==> config.mk <==
export PLATFORM = sky130hd
export DESIGN_NAME = cur_blk_read_port_flat
export DESIGN_NICKNAME = d
export VERILOG_FILES = /design/src/verilog/cur_blk_pkg.sv /design/src/verilog/cur_blk_bank_if.sv /design/src/verilog/cur_blk_read_port.sv /design/src/flat_wrapper.sv
export VERILOG_INCLUDE_DIRS = /design/src /design/src/verilog
export SDC_FILE = /design/constraint.sdc
export NUM_CORES = 1
export LEC_CHECK = 0
export BUFFER_PORTS_ARGS = -buffer_cell sky130_fd_sc_hd__buf_4
export CORE_MARGIN = 1
export CORE_UTILIZATION = 30
export DETAILED_ROUTE_END_ITERATION = 12
export PLACE_DENSITY_LB_ADDON = 0.08
export SLEW_MARGIN = 40
export SYNTH_ARGS = -nofsm -noshare
export SYNTH_HDL_FRONTEND = slang
export SYNTH_SLANG_ARGS = --single-unit
export TNS_END_PERCENT = 30
==> constraint.sdc <==
create_clock -name clk -period 2.6 [get_ports clk]
set_input_delay 0.52 -clock clk [delete_from_list [all_inputs] [get_ports clk]]
set_output_delay 0.52 -clock clk [all_outputs]
set_load 0.02 [all_outputs]
==> src/verilog/cur_blk_cfg.svh <==
// ***********************************************************
// configuration macros of the current-block pixel buffer
// pixel width, segment size, bank count and line counts
// ***********************************************************

`ifndef CUR_BLK_CFG_SVH
`define CUR_BLK_CFG_SVH

// bits per pixel
`define CUR_BLK_PIXEL_WIDTH   8

// pixels per input beat, also pixels per bank segment
`define CUR_BLK_SEG_PIXELS    8

// banks, one segment of each line per bank
`define CUR_BLK_BANKS         4

`define CUR_BLK_LUMA_LINES    128   // luma part of the block
`define CUR_BLK_CHROMA_LINES  64    // chroma part, stored after luma

// stored line address, covers all 192 lines
`define CUR_BLK_ADDR_WIDTH    8

`endif

==> src/verilog/cur_blk_pkg.sv <==
// ***********************************************************
// shared types of the current-block pixel buffer
// pixel, segment, line and address types, bank rotation
// ***********************************************************

`include "cur_blk_cfg.svh"

package cur_blk_pkg;

  // one pixel
  typedef logic [`CUR_BLK_PIXEL_WIDTH-1:0] pixel_t;

  // one segment, pixel 0 in the lowest byte
  typedef pixel_t [`CUR_BLK_SEG_PIXELS-1:0] seg_t;

  // one natural-order line, segment 0 lowest
  typedef seg_t [`CUR_BLK_BANKS-1:0] line_t;

  // stored line address
  typedef logic [`CUR_BLK_ADDR_WIDTH-1:0] line_addr_t;

  // bank number, also the segment index within a line
  typedef logic [$clog2(`CUR_BLK_BANKS)-1:0] bank_idx_t;

  // ***********************************************************
  // bank rotation
  // ***********************************************************

  // segment s of line L lives in bank (s + L) mod 4
  function automatic bank_idx_t bank_of_seg(
    input bank_idx_t  seg,
    input line_addr_t line
  );
    return seg + bank_idx_t'(line);   // only the low line bits count
  endfunction

endpackage

==> src/verilog/cur_blk_bank_if.sv <==
// ***********************************************************
// bank bus between loader, line store and read port
// line writes in, per-bank addresses in, raw segments out
// ***********************************************************

`timescale 1ns/1ps

`include "cur_blk_cfg.svh"

interface cur_blk_bank_if;

  // write side, one natural-order line per strobe
  logic                    wr_en;
  cur_blk_pkg::line_addr_t wr_addr;
  cur_blk_pkg::line_t      wr_line;

  // read side, every bank gets its own line address
  logic                    rd_en;
  cur_blk_pkg::line_addr_t rd_addr [`CUR_BLK_BANKS];
  cur_blk_pkg::seg_t       rd_seg  [`CUR_BLK_BANKS];  // raw, still rotated

  modport loader (
    output wr_en,
    output wr_addr,
    output wr_line
  );

  modport reader (
    output rd_en,
    output rd_addr,
    input  rd_seg
  );

  modport store (
    input  wr_en,
    input  wr_addr,
    input  wr_line,
    input  rd_en,
    input  rd_addr,
    output rd_seg
  );

endinterface

==> src/verilog/cur_blk_read_port.sv <==
// ***********************************************************
// read port of the current-block buffer
// row or block request to per-bank addresses,
// de-rotation of the bank data one cycle later
// ***********************************************************

`timescale 1ns/1ps

`include "cur_blk_cfg.svh"

module cur_blk_read_port (
  input  logic                                    clk,
  input  logic                                    rst_n_i,
  input  logic                                    rd_en_i,
  input  logic                                    rd_blk_i,     // 1: 4-line block, 0: row
  input  logic                                    rd_chroma_i,
  input  logic [$clog2(`CUR_BLK_LUMA_LINES)-1:0]  rd_line_i,
  input  cur_blk_pkg::bank_idx_t                  rd_seg_i,     // segment of a block read
  output cur_blk_pkg::line_t                      rd_data_o,
  cur_blk_bank_if.reader                          bank_if
);

  cur_blk_pkg::line_addr_t row_addr;
  cur_blk_pkg::line_addr_t blk_addr;               // row address rounded down to 4
  cur_blk_pkg::line_addr_t rd_addr_c [`CUR_BLK_BANKS];

  logic                    vld_r;   // a read has completed since reset
  logic                    blk_r;
  cur_blk_pkg::bank_idx_t  lo_r;    // low line bits of a row read
  cur_blk_pkg::bank_idx_t  seg_r;
  cur_blk_pkg::line_t      derot;

  // chroma lines sit above the luma lines
  assign row_addr = (rd_chroma_i ? cur_blk_pkg::line_addr_t'(`CUR_BLK_LUMA_LINES) : '0) +
                    cur_blk_pkg::line_addr_t'(rd_line_i);
  assign blk_addr = {row_addr[`CUR_BLK_ADDR_WIDTH-1:2], 2'b00};

  // ***********************************************************
  // bank addresses
  // ***********************************************************

  always_comb begin
    cur_blk_pkg::line_addr_t blk_line;
    blk_line = blk_addr;
    for (int b = 0; b < `CUR_BLK_BANKS; b++) begin
      rd_addr_c[b] = row_addr;     // row read, same line everywhere
    end
    if (rd_blk_i) begin
      // line L+k hands out segment rd_seg from its own bank
      for (int k = 0; k < `CUR_BLK_BANKS; k++) begin
        blk_line = blk_addr + cur_blk_pkg::line_addr_t'(k);
        rd_addr_c[cur_blk_pkg::bank_of_seg(rd_seg_i, blk_line)] = blk_line;
      end
    end
  end

  assign bank_if.rd_en   = rd_en_i;
  assign bank_if.rd_addr = rd_addr_c;

  // ***********************************************************
  // request tracking and de-rotation
  // ***********************************************************

  always_ff @(posedge clk or negedge rst_n_i) begin
    if (!rst_n_i) begin
      vld_r <= 1'b0;
      blk_r <= 1'b0;
      lo_r  <= '0;
      seg_r <= '0;
    end else if (rd_en_i) begin
      vld_r <= 1'b1;
      blk_r <= rd_blk_i;
      lo_r  <= row_addr[1:0];
      seg_r <= rd_seg_i;
    end
  end

  // bank data and request regs only move on a read, so the result holds
  always_comb begin
    for (int s = 0; s < `CUR_BLK_BANKS; s++) begin
      if (blk_r) begin
        derot[s] = bank_if.rd_seg[cur_blk_pkg::bank_of_seg(seg_r,
                                  cur_blk_pkg::line_addr_t'(s))];   // line L+s
      end else begin
        derot[s] = bank_if.rd_seg[cur_blk_pkg::bank_of_seg(cur_blk_pkg::bank_idx_t'(s),
                                  cur_blk_pkg::line_addr_t'(lo_r))];
      end
    end
  end

  assign rd_data_o = vld_r ? derot : '0;

endmodule

==> src/flat_wrapper.sv <==
// flat-port wrapper written by rule: the top's interface ports become plain ports
module cur_blk_read_port_flat 
  (clk, rst_n_i, rd_en_i, rd_blk_i, rd_chroma_i, rd_line_i, rd_seg_i, rd_data_o, bank_if_rd_en, bank_if_rd_addr, bank_if_rd_seg);
  cur_blk_bank_if bank_if_i ();
  input  logic clk;
  input  logic rst_n_i;
  input  logic rd_en_i;
  input  logic rd_blk_i;
  input  logic rd_chroma_i;
  input  logic [$clog2(`CUR_BLK_LUMA_LINES)-1:0] rd_line_i;
  input  cur_blk_pkg::bank_idx_t rd_seg_i;
  output cur_blk_pkg::line_t rd_data_o;
  output wire logic [$bits(bank_if_i.rd_en)-1:0] bank_if_rd_en;
  output wire logic [$bits(bank_if_i.rd_addr)-1:0] bank_if_rd_addr;
  input wire logic [$bits(bank_if_i.rd_seg)-1:0] bank_if_rd_seg;
  assign bank_if_rd_en = bank_if_i.rd_en;
  assign bank_if_rd_addr = {>>{bank_if_i.rd_addr}};
  assign bank_if_i.rd_seg = {>>{bank_if_rd_seg}};
  cur_blk_read_port u_core (.clk(clk), .rst_n_i(rst_n_i), .rd_en_i(rd_en_i), .rd_blk_i(rd_blk_i), .rd_chroma_i(rd_chroma_i), .rd_line_i(rd_line_i), .rd_seg_i(rd_seg_i), .rd_data_o(rd_data_o), .bank_if(bank_if_i));
endmodule
==> Word level (Yosys, flattened, before mapping) <==
Cells that the tools add are included.
W data, S select, Z words.
{ "totals": {"register_bits": 6, "latch_bits": 0, "ramBits": 0, "rom_bits": 0, "word_cells": 92, "memories": 0} }
{ "classes": {"add_sub_neg": 13, "multipliers": 0, "n_div": 0, "magnitude_cmp": 16, "n_eq_ne": 0, "shifts": 0, "mux": 43, "bitwise_logic": 12, "reduce_logical": 4} }
{ "ops": {"columns": ["operator", "n"], "rows": [
  ["$mux W64", 20],
  ["$bmux W64 S2", 8],
  ["$mux W256", 1],
  ["$bwmux W32", 4],
  ["$demux W8 S2", 4],
  ["$mux W8", 5],
  ["$ge A3 B3 Y1 const B", 12],
  ["$not A2 Y3", 12],
  ["$mux W32", 1],
  ["$add A8 B2 Y8 const B", 2],
  ["$lt A3 B1 Y1 const B", 4],
  ["$add A8 B1 Y8 const B", 1],
  ["$add A8 B7 Y8", 1],
  ["$add A2 B2 Y2", 3],
  ["$add A2 B2 Y2 const A", 2],
  ["$add A2 B2 Y2 const B", 2],
  ["$logic_and A1 B1 Y1", 4],
  ["$add A1 B2 Y2 const A", 1],
  ["$add A2 B1 Y2 const B", 1]
]} }

==> Longest topological paths before layout <==
Gate-level depths: netlist of the first run.
{ "depth": {"word_depth": 13, "ltp_mapped": 7, "depth_no_buf": 3} }

==> Worst setup path before layout of the first run <==
OpenSTA, ideal clock, no wires.
{ "synth_path": {"path_kind": "input-to-output", "startpoint": "input rd_blk_i", "endpoint": "output bank_if_rd_addr[16]", "t_arrival_ps": 1627, "t_required_ps": 2080, "slack_ps": 453, "stages": 4, "path_buffers": 2, "path_cell_list": "clkbuf_1 inv_1 o21ai_0 buf_4"} }
{ "synth_between": {"elab_chain_len": 1} }
{ "synth_lines": {"columns": ["element", "line_no", "rtl"], "rows": [
  ["start, declared", "flat_wrapper.sv:8", "input logic rd_blk_i;"],
  ["$mux W32", "cur_blk_read_port.sv:48", "if (rd_blk_i) begin"],
  ["end, declared", "flat_wrapper.sv:14", "output wire logic [$bits(bank_if_i.rd_addr)-1:0] bank_if_rd_addr;"]
]} }
Every way passes these cells.

==> results of run 1 <==
## critical path: cells and delay by family (launching register included)
| kind | cells | cell delay [ns] |
|---|---|---|
| buffers and inverters | 3 | 0.59 |
| DFF | 1 | 0.46 |
| muxes | 1 | 0.33 |
| AOI/OAI and AO/OA | 1 | 0.28 |
| and+or+nand+nor | 1 | 0.09 |
## layer usage
layer | share of wire | vias up | track usage | routed length [um]
met5 | 0 | - | 0 | 0
met4 | 0.023 | 0 | 0.0653 | 1500
met3 | 0.060 | 78 | 0.0330 | 3910
met2 | 0.49 | 646 | 0.444 | 31800
met1 | 0.43 | 7817 | 0.329 | 27700
li1 | - | 7252 | - | -
## cell type report
cell class	instances	area, um2
antenna	1	2.50
inverter	1	3.75
tap	600	751
fill	4678	27000
timing repair buffer	595	5060
sequential	6	170
clock buffer	4	78.8
multi-input combinational	1433	12400
## logic make-up after synthesis
group,count (synthesis),synth area share
compound gates,511,0.302
xor+xnor,1,0.000631
buf+inv,230,0.102
flops,6,0.0108
mux,651,0.476
simple gates,270,0.109
## repair_timing
| item | in CTS | in global routing |
|---|---|---|
| resized for setup | 1 | 6 |
| setup buffers | 0 | 1 |
| endpoints found under the hold margin | 0 | 0 |
| hold buffers | 0 | 0 |
| setup endpoints to repair | 1 | 26 |
| pin swaps | 0 | 1 |
| cloned | 0 | 1 |
## flip-flops by register name (all words and copies together) (netlist names)
name	flops
u_core.lo_r	2
u_core.seg_r	2
u_core.blk_r	1
u_core.vld_r	1
## metrics by stage
step	setup WS (ns)	instance area, um2
6_report	0.0405	18400
5_1_grt	0.00629	18400
4_1_cts	0.0488	18400
3_5_place_dp	0.208	18300
3_3_place_gp	0.262	18300
2_1_floorplan	0.453	13900
## cell usage in the layout, fill, tap and decap left out, types with 2 or more instances in the layout
cell type    n
nand2_4      2
nand2b_1    62
mux2_2      77
a32o_1      62
buf_12      43
clkbuf_16    4
dfrtp_4      5
a21oi_1      2
o21a_1     126
o22ai_1    256
o32ai_1      5
mux2i_2      4
mux2i_1    570
and2_1      63
buf_4      549
nand2b_4     3
nand2_1     70
nor2b_1     64
o32ai_2     59
buf_16       2
## cell usage after synthesis (2+ instances only)
cell / number
buf_2: 54
nand2_1: 72
a21oi_1: 2
mux2i_1: 574
o32ai_1: 5
clkbuf_1: 84
o21a_1: 126
mux2_2: 77
nor2b_1: 65
buf_1: 4
o22ai_1: 256
o32ai_2: 59
buf_6: 31
a32o_1: 62
dfrtp_1: 6
nand2b_1: 65
and2_1: 64
buf_4: 50
buf_8: 6
## worst min-delay path by stage
stage / startpoint / endpoint / slack (ns)
floorplan: rst_n_i / u_core.blk_r / 0.22
global placement: rst_n_i / u_core.lo_r[0] / 0.34
detailed placement: rst_n_i / u_core.lo_r[0] / 0.34
CTS: rst_n_i / u_core.lo_r[0] / 0.09
global route: rst_n_i / u_core.lo_r[0] / 0.09
finish: rst_n_i / u_core.lo_r[0] / 0.09
## power breakdown
part	switching [mW]	internal (mW)
Clock	0.0608	0.204
Combinational	4.16	3.39
Sequential	0.0278	0.106
Total	4.25	3.71
==> summary.md, run 1 <==
| Metric | Value |
|---|---|
| Initial antenna violation count | 1 |
| Critical path type | register to output port |
| Vias | 15793 |
| Final core utilization | 0.406 |
| Static leakage | 8.54 nW |
| IO Count | 559 |
| Num CTS Buffers | 3 |
| Max-cap violations | 0 |
| Highest clock rate | 0.391 GHz |
| H-tree Lvls | 1 |
| Root Driver | clkbuf_16 |
| Syn_area_per_cell | 8.32 um2 |
| Grt ovf | 0 |
| CP Max Fanout | 24 |
| DR DRC count | 0 |
| Peak VDD IR | 0.000209 V |
| Status | completed |
| Layout cell share with drive strength beyond 1 | 0.369 |
| Post-synth EDFFs | 0 |
| Sequential area share after synthesis | 0.0108 |
| Fin crit period | 2.56 ns |
| Num Clock Sinks | 6 |
| Synth-to-Final Area Change | 32.9% |
| Setup violators final | 0 |
| CTS tree | yes |
| Die ar. | 47100 um2 |
| Critical Path Slowest Stage Cell | dfrtp_4 |
| Vias in the first global route | 15695 |
| TNS Setup | 0 ns |
| Largest net degree at the start of global routing | 130 |
| Post-route ant nets | 0 |
| DRT Wirelength | 64900 um |
| Distinct cells, synth | 26 |
| Synthesized flop and latch total | 6 |
| Power, Total | 7.96 mW |
| Row cnt | 78 |
| Req. time, crit path | 2.08 ns |
| Initial Utilization | 0.305 |
| I/O Buffers | 528 |
| Post-DP HPWL | 46700 um |
| Final Hold Viols | 0 |
| Mapped Area | 13900 um2 |
| Final Instance Count excl. Fillers | 2640 |
| Global-route wire length before repair | 96200 um |
| Cells after DPL | 2633 |
| Synth area leader | mux2i_1 |
| Worst-skew pair later-pin latency | 0.23 ns |
| Cells taking the most area after synthesis | mux2i_1, o22ai_1, o32ai_2 |
| Final Max Slew Viols | 0 |
| Max Root-Sink Buffers | 2 |
| Initial DRC count | 1083 |
| DRT Pass-1 Iters | 6 |
| Reg clk slew, reported paths | 0.04 ns |
| Mean number of vias per cell | 5.98 |
| RSZ-0062 raised after global routing | no |
| Worst-Margin Slew | 0.652 ns |
| Fin crit share | 0.984 |
| Reg2Reg Setup Slack | 1.28 ns |
| CP Capture Point | rd_data_o[34] |
| Synth top area share | 0.414 |
| Crit path cell chain | buf_12 > buf_12 > mux2i_1 > nand2b_1 > a32o_1 > buf_4 |
| Core area | 45500 um2 |
| Worst Skew | 0 ns |
| Die Wd | 217 um |
| YS warnings | 0 |
| Hold crit path type | input port to asynchronous set/reset pin |
| Cells after synthesis | 1669 |
| Worst setup SP type | register |
| Worst hold slack | 0.0860 ns |
| Nets | 2310 |
| Overall Global Routing Usage | 0.255 |
| Async SR Flop Fraction | 1.00 |
| Critical Path Max Stage Delay | 0.46 ns |
| Rel. slew slack | 0.565 |
| Gpl congestion | 0.909 |
| Reg-to-reg endpoint | u_core.vld_r |
| Worst R2R Path Depth | 2 |
| Chip Height | 217 um |
| Power Density | 431 nW/um2 |
| Crit path top cell by count | buf_12 |
| Syn_nets | 1939 |
| Crit path DAT | 2.04 ns |
| Predominant post-synthesis flop cell | dfrtp_1 |
| CP endpoint kind | output port |
| Setup crit start | u_core.seg_r[1] |
| Critical R2R Launch | u_core.vld_r |
| WL per Instance | 24.6 um |
Note: power is estimated with default switching activity, not from simulation.
==> inputs of run 2 (changes only) <==
Settings changed: REMOVE_ABC_BUFFERS set to 1.
==> run 2 against run 1 <==
  * Global-route usage decreased by 0.19 points
  * Total power down 0.51%
  * Via count increased by 0.61%
  * Final cell count rose by 0.42%
  * Largest cell class unchanged
==> summary.md, run 2 (same netlist as run 1, synthesis figures left out) <==
| Metric | Value |
|---|---|
| Static leakage | 8.56 nW (was 8.54 nW) |
| Worst hold slack | 0.0926 ns (was 0.0860 ns) |
| Crit path DAT | 2.04 ns (about the same) |
| DRT Wirelength | 64100 um (was 64900 um) |
| IO Count | 559 (unchanged) |
| Max-cap violations | 0 (unchanged) |
| Hold crit path type | input port to asynchronous set/reset pin (unchanged) |
| CP Max Fanout | 27 (was 24) |
| CP bufs+invs | 3 (unchanged) |
| Num Clock Sinks | 6 (unchanged) |
| Register Area | 170 um2 (unchanged) |
| Internal Power | 3.71 mW (about the same) |
| Cells after DPL | 2643 (was 2633) |
| Critical Path Slowest Stage Cell | dfrtp_4 (unchanged) |
| Levels on crit path | 6 (unchanged) |
| Max Root-Sink Buffers | 2 (unchanged) |
| Layout cell share with drive strength beyond 1 | 0.372 (was 0.369) |
| Nets | 2318 (was 2310) |
| Power Density | 428 nW/um2 (was 431 nW/um2) |
| Status | completed (unchanged) |
| Post-route ant nets | 0 (unchanged) |
| CP endpoint kind | output port (unchanged) |
| Seq pwr share | 0.017 (about the same) |
| Sw Ratio | 0.532 (was 0.534) |
| Row cnt | 78 (unchanged) |
| I/O Buffers | 528 (unchanged) |
| Most common cell after layout, fill and taps aside | mux2i_1 (unchanged) |
| Setup WS post-layout | 0.0434 ns (was 0.0405 ns) |
| Final Hold Viols | 0 (unchanged) |
| Synth-to-Final Area Change | 33.1% (was 32.9%) |
| Grt ovf | 0 (unchanged) |
| Reg clk slew, reported paths | 0.03 ns (was 0.04 ns) |
| Initial antenna violation count | 5 (was 1) |
| Fin crit share | 0.983 (was 0.984) |
| Largest net degree at the start of global routing | 87 (was 130) |
| Die Wd | 217 um (unchanged) |
| Clock power frac | 0.032 (was 0.033) |
| Peak VDD IR | 0.000205 V (was 0.000209 V) |
| Most frequent cells in the layout | mux2i_1, buf_4, o22ai_1 (unchanged) |
| Fill cells | 4729 (was 4678) |
| Multi-input logic area | 12400 um2 (unchanged) |
| Num CTS Buffers | 3 (unchanged) |
| DRT Pass-1 Iters | 7 (was 6) |
| Worst Skew | 0 ns (unchanged) |
| Global-route wire length before repair | 95600 um (was 96200 um) |
| Setup WS pre-CTS | 0.277 ns (was 0.208 ns) |
| Core area | 45500 um2 (unchanged) |
| Setup violators final | 0 (unchanged) |
| Final Instance Area | 18500 um2 (was 18400 um2) |
| Largest registers | u_core.lo_r x2, u_core.seg_r x2 (unchanged) |
| Initial DRC count | 1069 (was 1083) |
| Switching power | 4.21 mW (was 4.25 mW) |
| DR DRC count | 0 (unchanged) |
| H-tree Lvls | 1 (unchanged) |
| Worst R2R Path Depth | 2 (unchanged) |
| Critical Path Max Stage Delay | 0.43 ns (was 0.46 ns) |
| Worst-skew pair later-pin latency | 0.23 ns (about the same) |
| Highest clock rate | 0.391 GHz (about the same) |
| WL per Instance | 24.2 um (was 24.6 um) |
| RSZ-0062 raised after global routing | yes (was no) |
| Fin crit period | 2.56 ns (about the same) |
| Dpl cell area | 18400 um2 (was 18300 um2) |
| Critical path type | register to output port (unchanged) |
| Die ar. | 47100 um2 (unchanged) |
| Root Driver | clkbuf_16 (unchanged) |
| Req. time, crit path | 2.08 ns (about the same) |
| Combinational power share | 0.951 (was 0.950) |
| Post-DP HPWL | 45500 um (was 46700 um) |
| Mean number of vias per cell | 5.99 (was 5.98) |
| Gpl congestion | 0.883 (was 0.909) |
| Worst setup SP type | register (unchanged) |
| CTS tree | yes (unchanged) |
| Family with the most delay on the worst path | buffers and inverters (unchanged) |
| Post-CTS Hold Fix Bufs | 0 (unchanged) |
| Initial Utilization | 0.305 (unchanged) |
| Rel. slew slack | 0.600 (was 0.565) |
| Vias in the first global route | 16531 (was 15695) |
| Final Max Slew Viols | 0 (unchanged) |
| Vias | 15890 (was 15793) |
| Overall Global Routing Usage | 0.253 (was 0.255) |
| Chip Height | 217 um (unchanged) |
| Crit path cell chain | buf_12 > buf_12 > mux2i_1 > mux2i_1 > a32o_1 > buf_4 (was buf_12 > buf_12 > mux2i_1 > nand2b_1 > a32o_1 > buf_4) |
| Final Instance Count excl. Fillers | 2651 (was 2640) |
| Worst-Margin Slew | 0.600 ns (was 0.652 ns) |
-- run 2: changes by cell type in the layout (fill, tap and decap cells not counted), sizes merged --
cell / change
clkbuf: -1
diode: +3
buf: +9
-- run 2: power groups by stage --
stage | sequential, mW | combinational [mW] | clock, mW
detailed placement | 0.139 | 7.48 | 0
finish | 0.137 | 7.53 | 0.254
global placement | 0.139 | 7.47 | 0
CTS | 0.138 | 7.51 | 0.258
global route | 0.140 | 7.93 | 0.264
floorplan | 0.525 | 4.84 | 0
-- run 2: stage by stage --
| step | power (mW) | TNS, ns | util |
|---|---|---|---|
| after floorplan | 5.37 | -1798.99 | - |
| after global placement | 7.61 | 0 | 0.404 |
| after detailed placement | 7.62 | 0 | 0.404 |
| after CTS | 7.90 | 0 | 0.406 |
| after global routing | 8.34 | -0.0658 | 0.406 |
| final | 7.92 | 0 | 0.406 |
-- run 2: cell type report --
type                       count  share of cell area
multi-input combinational   1433               0.670
tap                          600              0.0406
sequential                     6             0.00921
inverter                       1            0.000203
clock buffer                   4             0.00427
timing repair buffer         603               0.275
antenna                        4            0.000542
-- run 2: worst reg2reg max path, cell delays in order, from the launching register on --
cell and delay, ns:
dfrtp_4 0.53, buf_12 0.28, or2_2 0.36
-- run 2: per-layer routing --
metal | wire, um | global-route usage | part of all wire | vias to the layer above
met5 | 27 | 0 | 0.00042 | -
met3 | 4210 | 0.0422 | 0.066 | 110
li1 | - | - | - | 7293
met1 | 27200 | 0.319 | 0.42 | 7818
met4 | 1710 | 0.0793 | 0.027 | 4
met2 | 30900 | 0.436 | 0.48 | 665
-- run 2: timing repair --
| action | CTS | global route |
|---|---|---|
| endpoints found under the setup margin | 0 | 41 |
| setup buffers | 0 | 0 |
| resized for setup | 0 | 7 |
-- run 2: final timing paths --
kind,end,slack [ns],start
setup / recovery,rd_data_o[0],0.04,u_core.lo_r[1]
hold / removal,u_core.seg_r[0],0.09,rst_n_i
setup reg to reg,u_core.vld_r,1.32,u_core.vld_r
hold reg to reg,u_core.blk_r,0.77,u_core.blk_r
max in group asynchronous,u_core.vld_r,2.38,rst_n_i
min in group clk,u_core.lo_r[0],0.56,rd_line_i[0]
