--- config.mk ---
export PLATFORM = sky130hd
export DESIGN_NAME = cur_blk_loader_flat
export DESIGN_NICKNAME = d
export VERILOG_FILES = /design/src/verilog/cur_blk_pkg.sv /design/src/verilog/cur_blk_bank_if.sv /design/src/verilog/cur_blk_loader.sv /design/src/flat_wrapper.sv
export VERILOG_INCLUDE_DIRS = /design/src /design/src/verilog
export SDC_FILE = /design/constraint.sdc
export NUM_CORES = 1
export LEC_CHECK = 0
export BUFFER_PORTS_ARGS = -buffer_cell sky130_fd_sc_hd__buf_2
export CAP_MARGIN = 40
export CORE_AREA = 5 5 124 155
export CTS_BUF_LIST = sky130_fd_sc_hd__clkbuf_2 sky130_fd_sc_hd__clkbuf_4 sky130_fd_sc_hd__clkbuf_8
export DETAILED_ROUTE_END_ITERATION = 7
export DIE_AREA = 0 0 129 160
export PLACE_DENSITY_LB_ADDON = 0.1
export SLEW_MARGIN = 20
export SYNTH_ARGS = -nofsm -noshare
export SYNTH_HDL_FRONTEND = slang
export SYNTH_SLANG_ARGS = --single-unit
--- constraint.sdc ---
create_clock -name clk -period 7.36 [get_ports clk]
set_input_delay 0.368 -clock clk [delete_from_list [all_inputs] [get_ports clk]]
set_output_delay 0.368 -clock clk [all_outputs]
set_load 0.005 [all_outputs]
--- src/verilog/cur_blk_cfg.svh ---
// ***********************************************************
// configuration macros of the current-block pixel buffer
// pixel width, segment size, bank count and line counts
// ***********************************************************

`ifndef CUR_BLK_CFG_SVH
`define CUR_BLK_CFG_SVH

// bits per pixel
`define CUR_BLK_PIXEL_WIDTH   8

// pixels per input beat, also pixels per bank segment
`define CUR_BLK_SEG_PIXELS    8

// banks, one segment of each line per bank
`define CUR_BLK_BANKS         4

`define CUR_BLK_LUMA_LINES    128   // luma part of the block
`define CUR_BLK_CHROMA_LINES  64    // chroma part, stored after luma

// stored line address, covers all 192 lines
`define CUR_BLK_ADDR_WIDTH    8

`endif

--- src/verilog/cur_blk_pkg.sv ---
// ***********************************************************
// shared types of the current-block pixel buffer
// pixel, segment, line and address types, bank rotation
// ***********************************************************

`include "cur_blk_cfg.svh"

package cur_blk_pkg;

  // one pixel
  typedef logic [`CUR_BLK_PIXEL_WIDTH-1:0] pixel_t;

  // one segment, pixel 0 in the lowest byte
  typedef pixel_t [`CUR_BLK_SEG_PIXELS-1:0] seg_t;

  // one natural-order line, segment 0 lowest
  typedef seg_t [`CUR_BLK_BANKS-1:0] line_t;

  // stored line address
  typedef logic [`CUR_BLK_ADDR_WIDTH-1:0] line_addr_t;

  // bank number, also the segment index within a line
  typedef logic [$clog2(`CUR_BLK_BANKS)-1:0] bank_idx_t;

  // ***********************************************************
  // bank rotation
  // ***********************************************************

  // segment s of line L lives in bank (s + L) mod 4
  function automatic bank_idx_t bank_of_seg(
    input bank_idx_t  seg,
    input line_addr_t line
  );
    return seg + bank_idx_t'(line);   // only the low line bits count
  endfunction

endpackage

--- src/verilog/cur_blk_bank_if.sv ---
// ***********************************************************
// bank bus between loader, line store and read port
// line writes in, per-bank addresses in, raw segments out
// ***********************************************************

`timescale 1ns/1ps

`include "cur_blk_cfg.svh"

interface cur_blk_bank_if;

  // write side, one natural-order line per strobe
  logic                    wr_en;
  cur_blk_pkg::line_addr_t wr_addr;
  cur_blk_pkg::line_t      wr_line;

  // read side, every bank gets its own line address
  logic                    rd_en;
  cur_blk_pkg::line_addr_t rd_addr [`CUR_BLK_BANKS];
  cur_blk_pkg::seg_t       rd_seg  [`CUR_BLK_BANKS];  // raw, still rotated

  modport loader (
    output wr_en,
    output wr_addr,
    output wr_line
  );

  modport reader (
    output rd_en,
    output rd_addr,
    input  rd_seg
  );

  modport store (
    input  wr_en,
    input  wr_addr,
    input  wr_line,
    input  rd_en,
    input  rd_addr,
    output rd_seg
  );

endinterface

--- src/verilog/cur_blk_loader.sv ---
// ***********************************************************
// load sequencer of the current-block buffer
// requests beats, assembles lines of four segments,
// writes each line and pulses done after the last one
// ***********************************************************

`timescale 1ns/1ps

`include "cur_blk_cfg.svh"

module cur_blk_loader (
  input  logic              clk,
  input  logic              rst_n_i,
  input  logic              start_i,    // one-cycle start pulse
  input  logic              pvalid_i,   // beat strobe from the stream
  input  cur_blk_pkg::seg_t pdata_i,    // 8 pixels per beat
  output logic              pinc_o,     // beat request
  output logic              done_o,     // block loaded
  cur_blk_bank_if.loader    bank_if
);

  localparam int unsigned LAST_LINE = `CUR_BLK_LUMA_LINES + `CUR_BLK_CHROMA_LINES - 1;
  localparam int unsigned LAST_BEAT = `CUR_BLK_BANKS - 1;

  logic                    busy;       // load running, start is ignored
  cur_blk_pkg::bank_idx_t  beat_cnt;   // segment within the line
  cur_blk_pkg::line_addr_t line_cnt;   // line being assembled
  cur_blk_pkg::line_t      line_asm;
  logic                    wr_en_r;

  logic beat_acc;
  logic line_end;
  logic last_line;

  assign beat_acc  = pinc_o & pvalid_i;
  assign line_end  = beat_acc && (beat_cnt == cur_blk_pkg::bank_idx_t'(LAST_BEAT));
  assign last_line = (line_cnt == cur_blk_pkg::line_addr_t'(LAST_LINE));

  // ***********************************************************
  // control
  // ***********************************************************

  always_ff @(posedge clk or negedge rst_n_i) begin
    if (!rst_n_i) begin
      busy     <= 1'b0;
      pinc_o   <= 1'b0;
      beat_cnt <= '0;
      line_cnt <= '0;
      wr_en_r  <= 1'b0;
      done_o   <= 1'b0;
    end else begin
      wr_en_r <= line_end;                 // write one cycle after 4th beat
      done_o  <= wr_en_r && last_line;

      if (start_i && !busy) begin
        busy     <= 1'b1;
        pinc_o   <= 1'b1;
        beat_cnt <= '0;
        line_cnt <= '0;
      end else begin
        if (beat_acc) begin
          beat_cnt <= beat_cnt + 1'b1;
        end
        // stop requesting once the 768th beat is in
        if (line_end && last_line) begin
          pinc_o <= 1'b0;
        end
        if (wr_en_r) begin
          line_cnt <= line_cnt + 1'b1;
        end
        if (wr_en_r && last_line) begin
          busy <= 1'b0;                    // load ends with the done pulse
        end
      end
    end
  end

  // ***********************************************************
  // line assembly
  // ***********************************************************

  // the write cycle still sees the full line, the next beat lands at its end
  always_ff @(posedge clk) begin
    if (beat_acc) begin
      line_asm[beat_cnt] <= pdata_i;
    end
  end

  assign bank_if.wr_en   = wr_en_r;
  assign bank_if.wr_addr = line_cnt;       // luma 0..127, chroma 128..191
  assign bank_if.wr_line = line_asm;

endmodule

--- src/flat_wrapper.sv ---
// flat-port wrapper written by rule: the top's interface ports become plain ports
module cur_blk_loader_flat 
  (clk, rst_n_i, start_i, pvalid_i, pdata_i, pinc_o, done_o, bank_if_wr_en, bank_if_wr_addr, bank_if_wr_line);
  cur_blk_bank_if bank_if_i ();
  input  logic clk;
  input  logic rst_n_i;
  input  logic start_i;
  input  logic pvalid_i;
  input  cur_blk_pkg::seg_t pdata_i;
  output logic pinc_o;
  output logic done_o;
  output wire logic [$bits(bank_if_i.wr_en)-1:0] bank_if_wr_en;
  output wire logic [$bits(bank_if_i.wr_addr)-1:0] bank_if_wr_addr;
  output wire logic [$bits(bank_if_i.wr_line)-1:0] bank_if_wr_line;
  assign bank_if_wr_en = bank_if_i.wr_en;
  assign bank_if_wr_addr = bank_if_i.wr_addr;
  assign bank_if_wr_line = bank_if_i.wr_line;
  cur_blk_loader u_core (.clk(clk), .rst_n_i(rst_n_i), .start_i(start_i), .pvalid_i(pvalid_i), .pdata_i(pdata_i), .pinc_o(pinc_o), .done_o(done_o), .bank_if(bank_if_i));
endmodule
# Yosys cells after proc, flatten, opt, wreduce, memory -nomap -nowiden
# Index checks and enable logic that the tools add are counted.
totals:
  inputBits: 68
  reg_bits: 270
  word_cells: 66
classes:
  muxes: 11
  order_cmp: 2
  n_reduce_logical: 10
  n_bitwise: 1
  addsub: 2
  n_eq_ne: 2
ops:
  columns: ["operator", "n"]
  rows:
  - ["$bwmux 256", 1]
  - ["$demux 64 s2", 1]
  - ["$mux 64", 1]
  - ["$mux 8", 2]
  - ["$add 8x1->8 const B", 1]
  - ["$eq 8x8->1 const B", 1]
  - ["$reduce_bool 2->1", 4]
  - ["$logic_and 1x1->1", 5]
  - ["$mux 1", 4]
  - ["$mux 2", 2]
  - ["$lt 2x3->1 const B", 1]
  - ["$add 2x1->2 const B", 1]
  - ["$eq 2x2->1 const B", 1]
  - ["$ge 2x1->1 const B", 1]
  - ["$and 1x1->1", 1]
  - ["$logic_not 1->1", 1]

# Depth between registers and ports, before layout
# Gate-level depths: netlist of the first run.
logic_depth:
  word_depth: 5
  ltp_mapped: 4

# Least setup slack after synthesis of the first run
# OpenSTA, ideal clock, no wires.
synth_timing:
  kind: "register to register"
  startpoint: "register u_core.beat_cnt[0] (netlist name)"
  endpoint: "register u_core.line_asm (netlist bit u_core.bank_if.wr_line[128]) (enable)"
  setup_time_ps: 429
  path_buffers: 0
  setup_slack_ps: 4764
  t_arrival_ps: 2167
  stages_incl_launch_ff: 4
  period_less_slack_ps: 2596
  path_cell_list: "dfrtp_1 > inv_1 > ha_1 > and3_1"
synth_rtl:
  columns: ["item", "line_no", "text"]
  rows:
  - ["end signal: indexed assignment", "cur_blk_loader.sv:85", "line_asm[beat_cnt] <= pdata_i;"]
  - ["end: declaration", "cur_blk_loader.sv:28", "cur_blk_pkg::line_t line_asm;"]

==> flow_summary.toml, run 1 <==
[final_layout]
fillCellCount = 1260
drive_above_1_share_pct = 55.9
final_nets = 778
final_common_cell = "buf_2"
final_cell_mix = "334 x buf_2, 256 x edfxtp_1, 42 x clkbuf_8, 14 x clkbuf_4, 14 x dfrtp_1"
syn_to_final_growth_pct = 34.5

[synth]
synth_xor_area_share_pct = 0.522
ys_types = 24
yosys-top-cells-area = "edfxtp_1 92%, dfrtp_1 4.2%, ha_1 0.75%"
syn_area_mm2 = 0.00839
synthMuxAreaShare_pct = 0.119
yosys.area_share.adder_pct = 0.746
yosysWarningCount = 0
synth_top_family_by_area = "simple AND/OR/NAND/NOR gates"
synth_top_area_share_pct = 91.6
syn_avg_cell_area_um2 = 25.9
yosysSeqAreaShare_pct = 95.8
yosys.area_share.simple_pct = 1.89
yosysTopAreaCell = "edfxtp_1"
syn_nets = 397
yosys_register_bits = 270
synthCells = 324
synth_compound_gate_area_share_pct = 0.656

[worst_setup_path]
cp_top_family = "buffers and inverters"
path_max_fanout = 37
path_buf_inv = 2
critical-path-slowest-cell = "buf_4"
r2r_slack_ns = 5.20
cp.required_ns = 7.48
startpoint_type = "register"
crit_arrival_ns = 2.28
slowest_delay_ns = 0.56
worstSetupPathType = "register to register"
cp_cell_sequence = "ha_1, nand3_1, inv_2, buf_4"
end_kind = "register"

[global_routing]
grt_util_met3_pct = 6.65
grt_pass1_vias = 4777
gr-total-overflow = 0
grt_pass1_wl_um = 28600
busiest_layer = "met2"
grt_max_degree = 60
met1_usage_pct = 20.0
track_usage_pct = 18.6
met2_usage_pct = 33.3
antenna_found_initial = 2

[clock_tree]
clock-sinks = 270
post_cts_buffers = 0
clk_latency_ns = 0.50
htreeDepth = 2
clockBufferDepth = 3
cts_tree = "yes"
postCtsResizedCells = 0
cts_buffers = 39
clk_pin_slew_worst_paths_ns = 0.06
root_buffer = "clkbuf_8"

[placement]
hpwl_um = 14100
io_buffers = 334
pre_cts_slack_ns = 5.20
place.gp.congestion = 0.800

[power]
power.leakage_nw = 4.47
max-vdd-ir-drop_v = 0.000240
power.density_mw_per_mm2 = 331

[routing]
drtPass1Iterations = 4
drcViolationCount = 0
wire_per_inst_um = 20.4
num_vias = 4537
drt_iter0_drc = 204
final_antenna_net_count = 0
drt_wl_total_um = 19600
post_drt_via_cell_ratio = 4.73

[sta]
fin_ws_ns = 5.20
min_period_ns = 2.16
finClkSkew_ns = 0.0197
slew_viol_final = 0
setup_viol = 0
post-route-period-util_pct = 29.3
fin_tns_setup_ns = 0
tightest_slew_ns = 0.747
fmax_mhz = 464
rsz0062_at_grt = "no"
max_slew_margin_pct = 50.1
finalHoldViolations = 0

[floorplan]
start_util_pct = 48.1
die_h_um = 160
die_x_um = 129
boundaryPins = 335
core.rowCount = 54
core_mm2 = 0.0174
dieArea_mm2 = 0.0206

[hold_path]
min_path_type = "primary input to register"

[flow_run]
drv_cap = 0

[run_status]
status = "complete, no violations"
report_power, final:
group / total (mW) / internal [mW] / leakage (nW) / switching (mW)
logic: 0.490 / 0.187 / 1.52 / 0.303
clock network: 1.21 / 0.703 / 0.435 / 0.505
registers: 2.04 / 1.96 / 2.52 / 0.0790
total: 3.74 / 2.85 / 4.47 / 0.887
layer usage:
| metal | up-vias | wire length [um] |
|---|---|---|
| li1 | 2066 | - |
| met5 | - | 7 |
| met1 | 2200 | 6490 |
| met2 | 234 | 10700 |
| met4 | 2 | 494 |
| met3 | 35 | 1940 |
cell families (layout without fill, tap and decap cells):
kind of cell | Yosys count | in the layout
AOI/OAI and AO/OA | 9 | 9
xor gates and xnor gates | 5 | 5
adders and majority gates | 5 | 5
buffers and inverters | 5 | 416
DFF | 270 | 270
muxes | 1 | 1
other | 0 | 1
and+or+nand+nor | 29 | 29
path summary, 6_finish.rpt:
path | startpoint | end | depth (start not counted)
max | u_core.beat_cnt[1]$_DFFE_PN0P_ | u_core.bank_if.wr_line[212]$_DFFE_PP_ | 4
min | pdata_i[21] | u_core.bank_if.wr_line[85]$_DFFE_PP_ | 1
max reg2reg | u_core.beat_cnt[1]$_DFFE_PN0P_ | u_core.bank_if.wr_line[212]$_DFFE_PP_ | 4
min reg2reg | u_core.busy$_DFFE_PN0P_ | u_core.busy$_DFFE_PN0P_ | 1
max in group asynchronous | rst_n_i | u_core.beat_cnt[0]$_DFFE_PN0P_ | 2
min in group asynchronous | rst_n_i | u_core.busy$_DFFE_PN0P_ | 2
registers in the layout, summed over array words and instances (netlist names):
name	cells
u_core.pinc_o	1
u_core.bank_if.wr_en	1
u_core.done_o	1
u_core.busy	1
u_core.bank_if.wr_addr	8
u_core.beat_cnt	2
u_core.bank_if.wr_line	256
worst register-to-register path, stage by stage, from the launching register on:
cell	delay, ns
dfrtp_1	0.39
ha_1	0.16
nand3_1	0.10
inv_2	0.51
buf_4	0.58
timing repair:
action | in CTS | in global routing
setup endpoints to repair | 0 | 0
endpoints found under the hold margin | 14 | 0
hold buffers | 1 | 0
area by class of cell:
type                            instances  area [um2]  share of cell area (%)
Clock inverter                         15         139                    1.23
Multi-Input combinational cell         49         334                    2.96
Inverter                                3        11.3                  0.0998
Sequential cell                       270        8040                    71.2
Antenna cell                            1        2.50                  0.0222
Clock buffer                           56         683                    6.06
Tap cell                              224         280                    2.48
Timing Repair Buffer                  342        1790                    15.9
synth_stat cells:
| cell | n |
|---|---|
| a21oi_1 | 4 |
| o32a_1 | 1 |
| inv_1 | 3 |
| nand2b_1 | 1 |
| o21ai_0 | 3 |
| mux2i_1 | 1 |
| nand2_1 | 4 |
| xnor2_1 | 2 |
| ha_1 | 5 |
| or3b_4 | 1 |
| nor2_1 | 7 |
| or3_2 | 1 |
| and3_1 | 3 |
| xor2_1 | 3 |
| buf_2 | 1 |
| dfrtp_1 | 14 |
| nand3_1 | 4 |
| o22a_2 | 1 |
| nand3_2 | 1 |
| edfxtp_1 | 256 |
| nand4_1 | 4 |
| or3_1 | 2 |
| nor2b_1 | 1 |
| clkbuf_1 | 1 |
per-stage QoR:
| stage | instance area, um2 | total power, mW | instances | hold WS, ns | utilization [%] |
|---|---|---|---|---|---|
| 2_1_floorplan | 8390 | 2.23 | 324 | 0.0724 | - |
| 5_1_grt | 11300 | 3.92 | 960 | 0.0387 | 64.7 |
| 6_report | 11300 | 3.74 | 960 | 0.0763 | 64.7 |
| 3_3_place_gp | 10400 | 2.54 | 884 | 0.271 | 59.5 |
| 4_1_cts | 11300 | 3.78 | 958 | 0.0423 | 64.5 |
| 3_5_place_dp | 10400 | 2.57 | 886 | 0.279 | 59.8 |
(Power assumes the default switching activity.)
==> run 2, diff against run 1 <==
==> constraint.sdc (replaced) <==
create_clock -name clk -period 2.2 [get_ports clk]
set_input_delay 0.11 -clock clk [delete_from_list [all_inputs] [get_ports clk]]
set_output_delay 0.11 -clock clk [all_outputs]
set_load 0.005 [all_outputs]
==> run 2 against run 1 <==
Sequential power grew to 3.4 times the previous value. Critical path depth unchanged. Clock power grew to 3.0 times the previous value. Largest power group unchanged. Worst setup slack worse by 4.7 ns. Sequential cell count is the same. Core utilization rose by 3.2 points. First-iteration DRC count is 51% higher. Count of clock-buffer cells in the layout fell by 4. Hold slack worse by 0.044 ns. Combinational power increased to 3.5 times the previous value. Register-to-register slack worse by 4.7 ns.
==> flow_summary.toml, run 2 (synthesis results as in run 1) <==
[floorplan]
dieArea_mm2 = 0.0206
core_mm2 = 0.0174
die_x_um = 129
core.rowCount = 54
boundaryPins = 335
start_util_pct = 48.1
die_h_um = 160

[sta]
fin_tns_setup_ns = 0
slew_viol_final = 0
min_period_ns = 1.66
finClkSkew_ns = 0.0110
finalHoldViolations = 0
tightest_slew_ns = 0.754
fmax_mhz = 601
rsz0062_at_grt = "no"
max_slew_margin_pct = 49.6
post-route-period-util_pct = 75.7
setup_viol = 0

[clock_tree]
htreeDepth = 2
cts_buffers = 39
root_buffer = "clkbuf_8"
hold_buffers = 67
clock-sinks = 270
clockBufferDepth = 3
clk_pin_slew_worst_paths_ns = 0.06
post_cts_buffers = 0
cts_tree = "yes"
clk_latency_ns = 0.50
postCtsResizedCells = 0

[worst_setup_path]
cp.required_ns = 2.34
crit_arrival_ns = 1.80
startpoint_type = "register"
end_kind = "register"
worstSetupPathType = "register to register"
path_max_fanout = 31

[placement]
dpl.cell_count = 888
dpl-instance-area_mm2 = 0.0104
place.gp.congestion = 0.816
hpwl_um = 14900
io_buffers = 334

[global_routing]
antenna_found_initial = 0
grt_max_degree = 41
grt_pass1_vias = 5127
track_usage_pct = 19.7
gr-total-overflow = 0
grt_pass1_wl_um = 30400

[routing]
drt_iter0_drc = 308
num_vias = 4831
drcViolationCount = 0
post_drt_via_cell_ratio = 4.74
wire_per_inst_um = 20.6
drtPass1Iterations = 6
final_antenna_net_count = 0
drt_wl_total_um = 21000

[final_layout]
final_cell_mix = "334 x buf_2, 256 x edfxtp_1, 67 x dlygate4sd3_1, 41 x clkbuf_8, 14 x dfrtp_1"
post-route-util_pct = 67.9
antenna_cells = 0
finalNonFillerCells = 1019
drive_above_1_share_pct = 51.1
syn_to_final_growth_pct = 41.1
stdcell_area_mm2 = 0.0118
final_nets = 845
largest_register_ffs = 256
final_common_cell = "buf_2"

[power]
power.density_mw_per_mm2 = 1040
max-vdd-ir-drop_v = 0.000603
power.leakage_nw = 4.68

[flow_run]
drv_cap = 0

[run_status]
status = "complete, no violations"

[hold_path]
min_path_type = "primary input to asynchronous set/reset pin"
==> run 2: cell count changes in the layout (fill, tap and decap cells not counted), moves of 2 or more <==
| cell | delta |
|---|---|
| buf_12 | +3 |
| buf_16 | -3 |
| bufinv_16 | -2 |
| clkbuf_4 | -3 |
| dlygate4sd3_1 | +66 |
==> run 2: report_power, final <==
part / total [mW] / switching [mW] / internal, mW / leakage [nW]
Sequential: 6.84 / 0.276 / 6.56 / 2.52
Combinational: 1.72 / 1.04 / 0.689 / 1.78
Clock: 3.69 / 1.67 / 2.02 / 0.384
==> run 2: cell type report <==
cell class / count / area, um2
repair buffers: 409 / 2440
well taps: 224 / 280
inverters: 3 / 15.0
multi-input cells: 49 / 334
clock inverters: 12 / 78.8
fillers: 1195 / 5600
clock buffers: 52 / 647
flip-flops and latches: 270 / 8040
==> run 2: final timing paths <==
kind / from / endpoint / slack, ns / cells past startpoint
setup / recovery: u_core.beat_cnt[0]$_DFFE_PN0P_ / u_core.bank_if.wr_line[146]$_DFFE_PP_ / 0.54 / 4
hold / removal: rst_n_i / u_core.bank_if.wr_addr[3]$_DFFE_PN0P_ / 0.03 / 2
setup reg to reg: u_core.beat_cnt[0]$_DFFE_PN0P_ / u_core.bank_if.wr_line[146]$_DFFE_PP_ / 0.54 / 4
hold reg to reg: u_core.busy$_DFFE_PN0P_ / u_core.busy$_DFFE_PN0P_ / 0.55 / 1
max in group asynchronous: rst_n_i / u_core.pinc_o$_DFFE_PN0P_ / 1.92 / 2
min in group clk: pdata_i[39] / u_core.bank_if.wr_line[167]$_DFFE_PP_ / 0.36 / 2
==> run 2: layer usage <==
| metal | vias to the layer above | GRT usage [%] | part of all wire, % |
|---|---|---|---|
| li1 | 2184 | - | - |
| met1 | 2351 | 20.6 | 33 |
| met2 | 250 | 37.5 | 56 |
| met3 | 46 | 4.78 | 8.0 |
| met4 | 0 | 7.02 | 2.6 |
| met5 | - | 0 | 0 |
==> run 2: critical path: stages, from the launching register on <==
cell and delay (ns):
dfrtp_1 0.40, inv_1 0.13, ha_1 0.15, and3_2 0.20
buf_4 0.41
==> run 2: stage by stage <==
stage | hold slack (ns) | total power, mW | setup slack, ns
floorplan | -0.186 | 7.45 | 0.174
CTS | 0.0121 | 12.4 | 0.484
finish | 0.0321 | 12.3 | 0.536
global placement | 0.0165 | 8.57 | 0.561
detailed placement | 0.0239 | 8.63 | 0.514
global route | 0.0457 | 12.8 | 0.413
==> run 3, diff against run 2 <==
==> constraint.sdc (replaced) <==
create_clock -name clk -period 1.7 [get_ports clk]
set_input_delay 0.085 -clock clk [delete_from_list [all_inputs] [get_ports clk]]
set_output_delay 0.085 -clock clk [all_outputs]
set_load 0.005 [all_outputs]
==> run 3 against run 2 <==
Core utilization increased by 0.67 points. Critical endpoint is now u_core.pinc_o$_DFFE_PN0P_. Clock power is 29% higher. Wire length shrank 2.3%. Hold slack better by 0.31 ns. Global-route usage is 0.52 points lower. Cell count is 0.88% higher.
==> flow_summary.toml, run 3 (synthesis results as in run 1) <==
[final_layout]
drive_above_1_share_pct = 51.7
final_cell_mix = "334 x buf_2, 256 x edfxtp_1, 69 x dlygate4sd3_1, 41 x clkbuf_8, 15 x clkbuf_4"
syn_to_final_growth_pct = 42.5
finalNonFillerCells = 1028
antenna_cells = 0
multiInputGateArea_um2 = 342
final_common_cell = "buf_2"
post-route-util_pct = 68.6
fillCellCount = 1195
largest_register_ffs = 256
final_nets = 848
ff_latch_area_mm2 = 0.00804

[placement]
hpwl_um = 14300
io_buffers = 334
dpl.cell_count = 889
place.gp.congestion = 0.801

[sta]
min_period_ns = 1.48
setup_viol = 0
finalHoldViolations = 0
finClkSkew_ns = 0.00907
slew_viol_final = 0
tightest_slew_ns = 0.286
fin_tns_setup_ns = 0
max_slew_margin_pct = 80.9
post-route-period-util_pct = 86.8
rsz0062_at_grt = "no"
fmax_mhz = 678

[power]
max-vdd-ir-drop_v = 0.000741
power.leakage_nw = 4.72
power.density_mw_per_mm2 = 1330
power_mw = 15.9

[worst_setup_path]
slowest_delay_ns = 0.47
crit_arrival_ns = 1.86
end_kind = "register"
cp.required_ns = 2.08
path_max_fanout = 6
startpoint_type = "register"
cp_cell_sequence = "nand3_2, or3b_4, o32a_1"
critical-path-slowest-cell = "dfrtp_1"
worstSetupPathType = "register to register"

[clock_tree]
clockBufferDepth = 3
cts_buffers = 39
post_cts_buffers = 0
root_buffer = "clkbuf_8"
clk_pin_slew_worst_paths_ns = 0.06
postCtsResizedCells = 0
htreeDepth = 2
clk_latency_ns = 0.50
cts_tree = "yes"
clock-sinks = 270

[hold_path]
min_path_type = "primary input to register"

[global_routing]
antenna_found_initial = 0
grt_pass1_wl_um = 29800
grt_max_degree = 35
track_usage_pct = 19.2
grt_pass1_vias = 5142
gr-total-overflow = 0

[floorplan]
core.rowCount = 54
start_util_pct = 48.1
dieArea_mm2 = 0.0206
die_x_um = 129
boundaryPins = 335
core_mm2 = 0.0174
die_h_um = 160

[routing]
wire_per_inst_um = 20.0
final_antenna_net_count = 0
drt_wl_total_um = 20500
drt_iter0_drc = 358
drtPass1Iterations = 4
drcViolationCount = 0
num_vias = 4880
post_drt_via_cell_ratio = 4.75

[run_status]
status = "complete, no violations"

[flow_run]
drv_cap = 0
[run 3: changes by cell type in the layout (fill, tap and decap cells not counted), sizes merged]
cell,previous run,this run
clkbuf,52,56
clkinvlp,1,4
dlygate4sd3,67,69
buf,342,343
bufinv,1,0
clkinv,10,11
inv,3,2
[run 3: where the power goes]
group	total (mW)	internal (mW)	switching [mW]
logic	2.32	0.971	1.35
registers	8.84	8.48	0.353
clock network	4.77	2.57	2.21
total	15.9	12.0	3.91
[run 3: worst paths after layout]
| path | startpoint | to | slack [ns] | cells past startpoint |
|---|---|---|---|---|
| max | u_core.bank_if.wr_addr[3]$_DFFE_PN0P_ | u_core.pinc_o$_DFFE_PN0P_ | 0.22 | 3 |
| min | pdata_i[49] | u_core.bank_if.wr_line[177]$_DFFE_PP_ | 0.34 | 2 |
| max reg2reg | u_core.bank_if.wr_addr[3]$_DFFE_PN0P_ | u_core.pinc_o$_DFFE_PN0P_ | 0.22 | 3 |
| min reg2reg | u_core.busy$_DFFE_PN0P_ | u_core.busy$_DFFE_PN0P_ | 0.57 | 1 |
| max in group asynchronous | rst_n_i | u_core.bank_if.wr_en$_DFF_PN0_ | 0.37 | 4 |
| min in group asynchronous | rst_n_i | u_core.bank_if.wr_addr[0]$_DFFE_PN0P_ | 0.53 | 3 |
[run 3: final cells by class]
type,instances,share of cell area [%]
flip-flops and latches,270,67.3
repair buffers,412,21.2
clock buffers,56,5.66
multi-input cells,49,2.86
well taps,224,2.35
clock inverters,14,0.576
inverters,3,0.126
[run 3: what timing repair did]
item | in CTS | in global routing
hold buffers | 69 | 0
setup endpoints to repair | 0 | 0
endpoints found under the hold margin | 274 | 0
[run 3: critical path, delay by kind of cell (launching register included)]
kind | cells | cell delay [ns]
and+or+nand+nor | 2 | 0.55
DFF | 1 | 0.47
AOI/OAI and AO/OA | 1 | 0.34
[run 3: stage by stage]
| stage | setup WS (ns) | instance area [um2] | hold WS, ns |
|---|---|---|---|
| after global placement | 0.282 | 10500 | -0.00987 |
| after detailed placement | 0.229 | 10500 | -0.000200 |
| after CTS | 0.208 | 12000 | 0.304 |
| after floorplan | -0.273 | 8400 | -0.211 |
| final | 0.225 | 12000 | 0.341 |
| after global routing | 0.122 | 12000 | 0.326 |
[run 3: layer usage]
layer | global-route usage, % | wire (um) | vias up
met3 | 4.51 | 1720 | 46
li1 | - | - | 2202
met1 | 20.8 | 6740 | 2388
met4 | 7.31 | 646 | 0
met2 | 35.5 | 11400 | 244
met5 | 0 | 0 | -
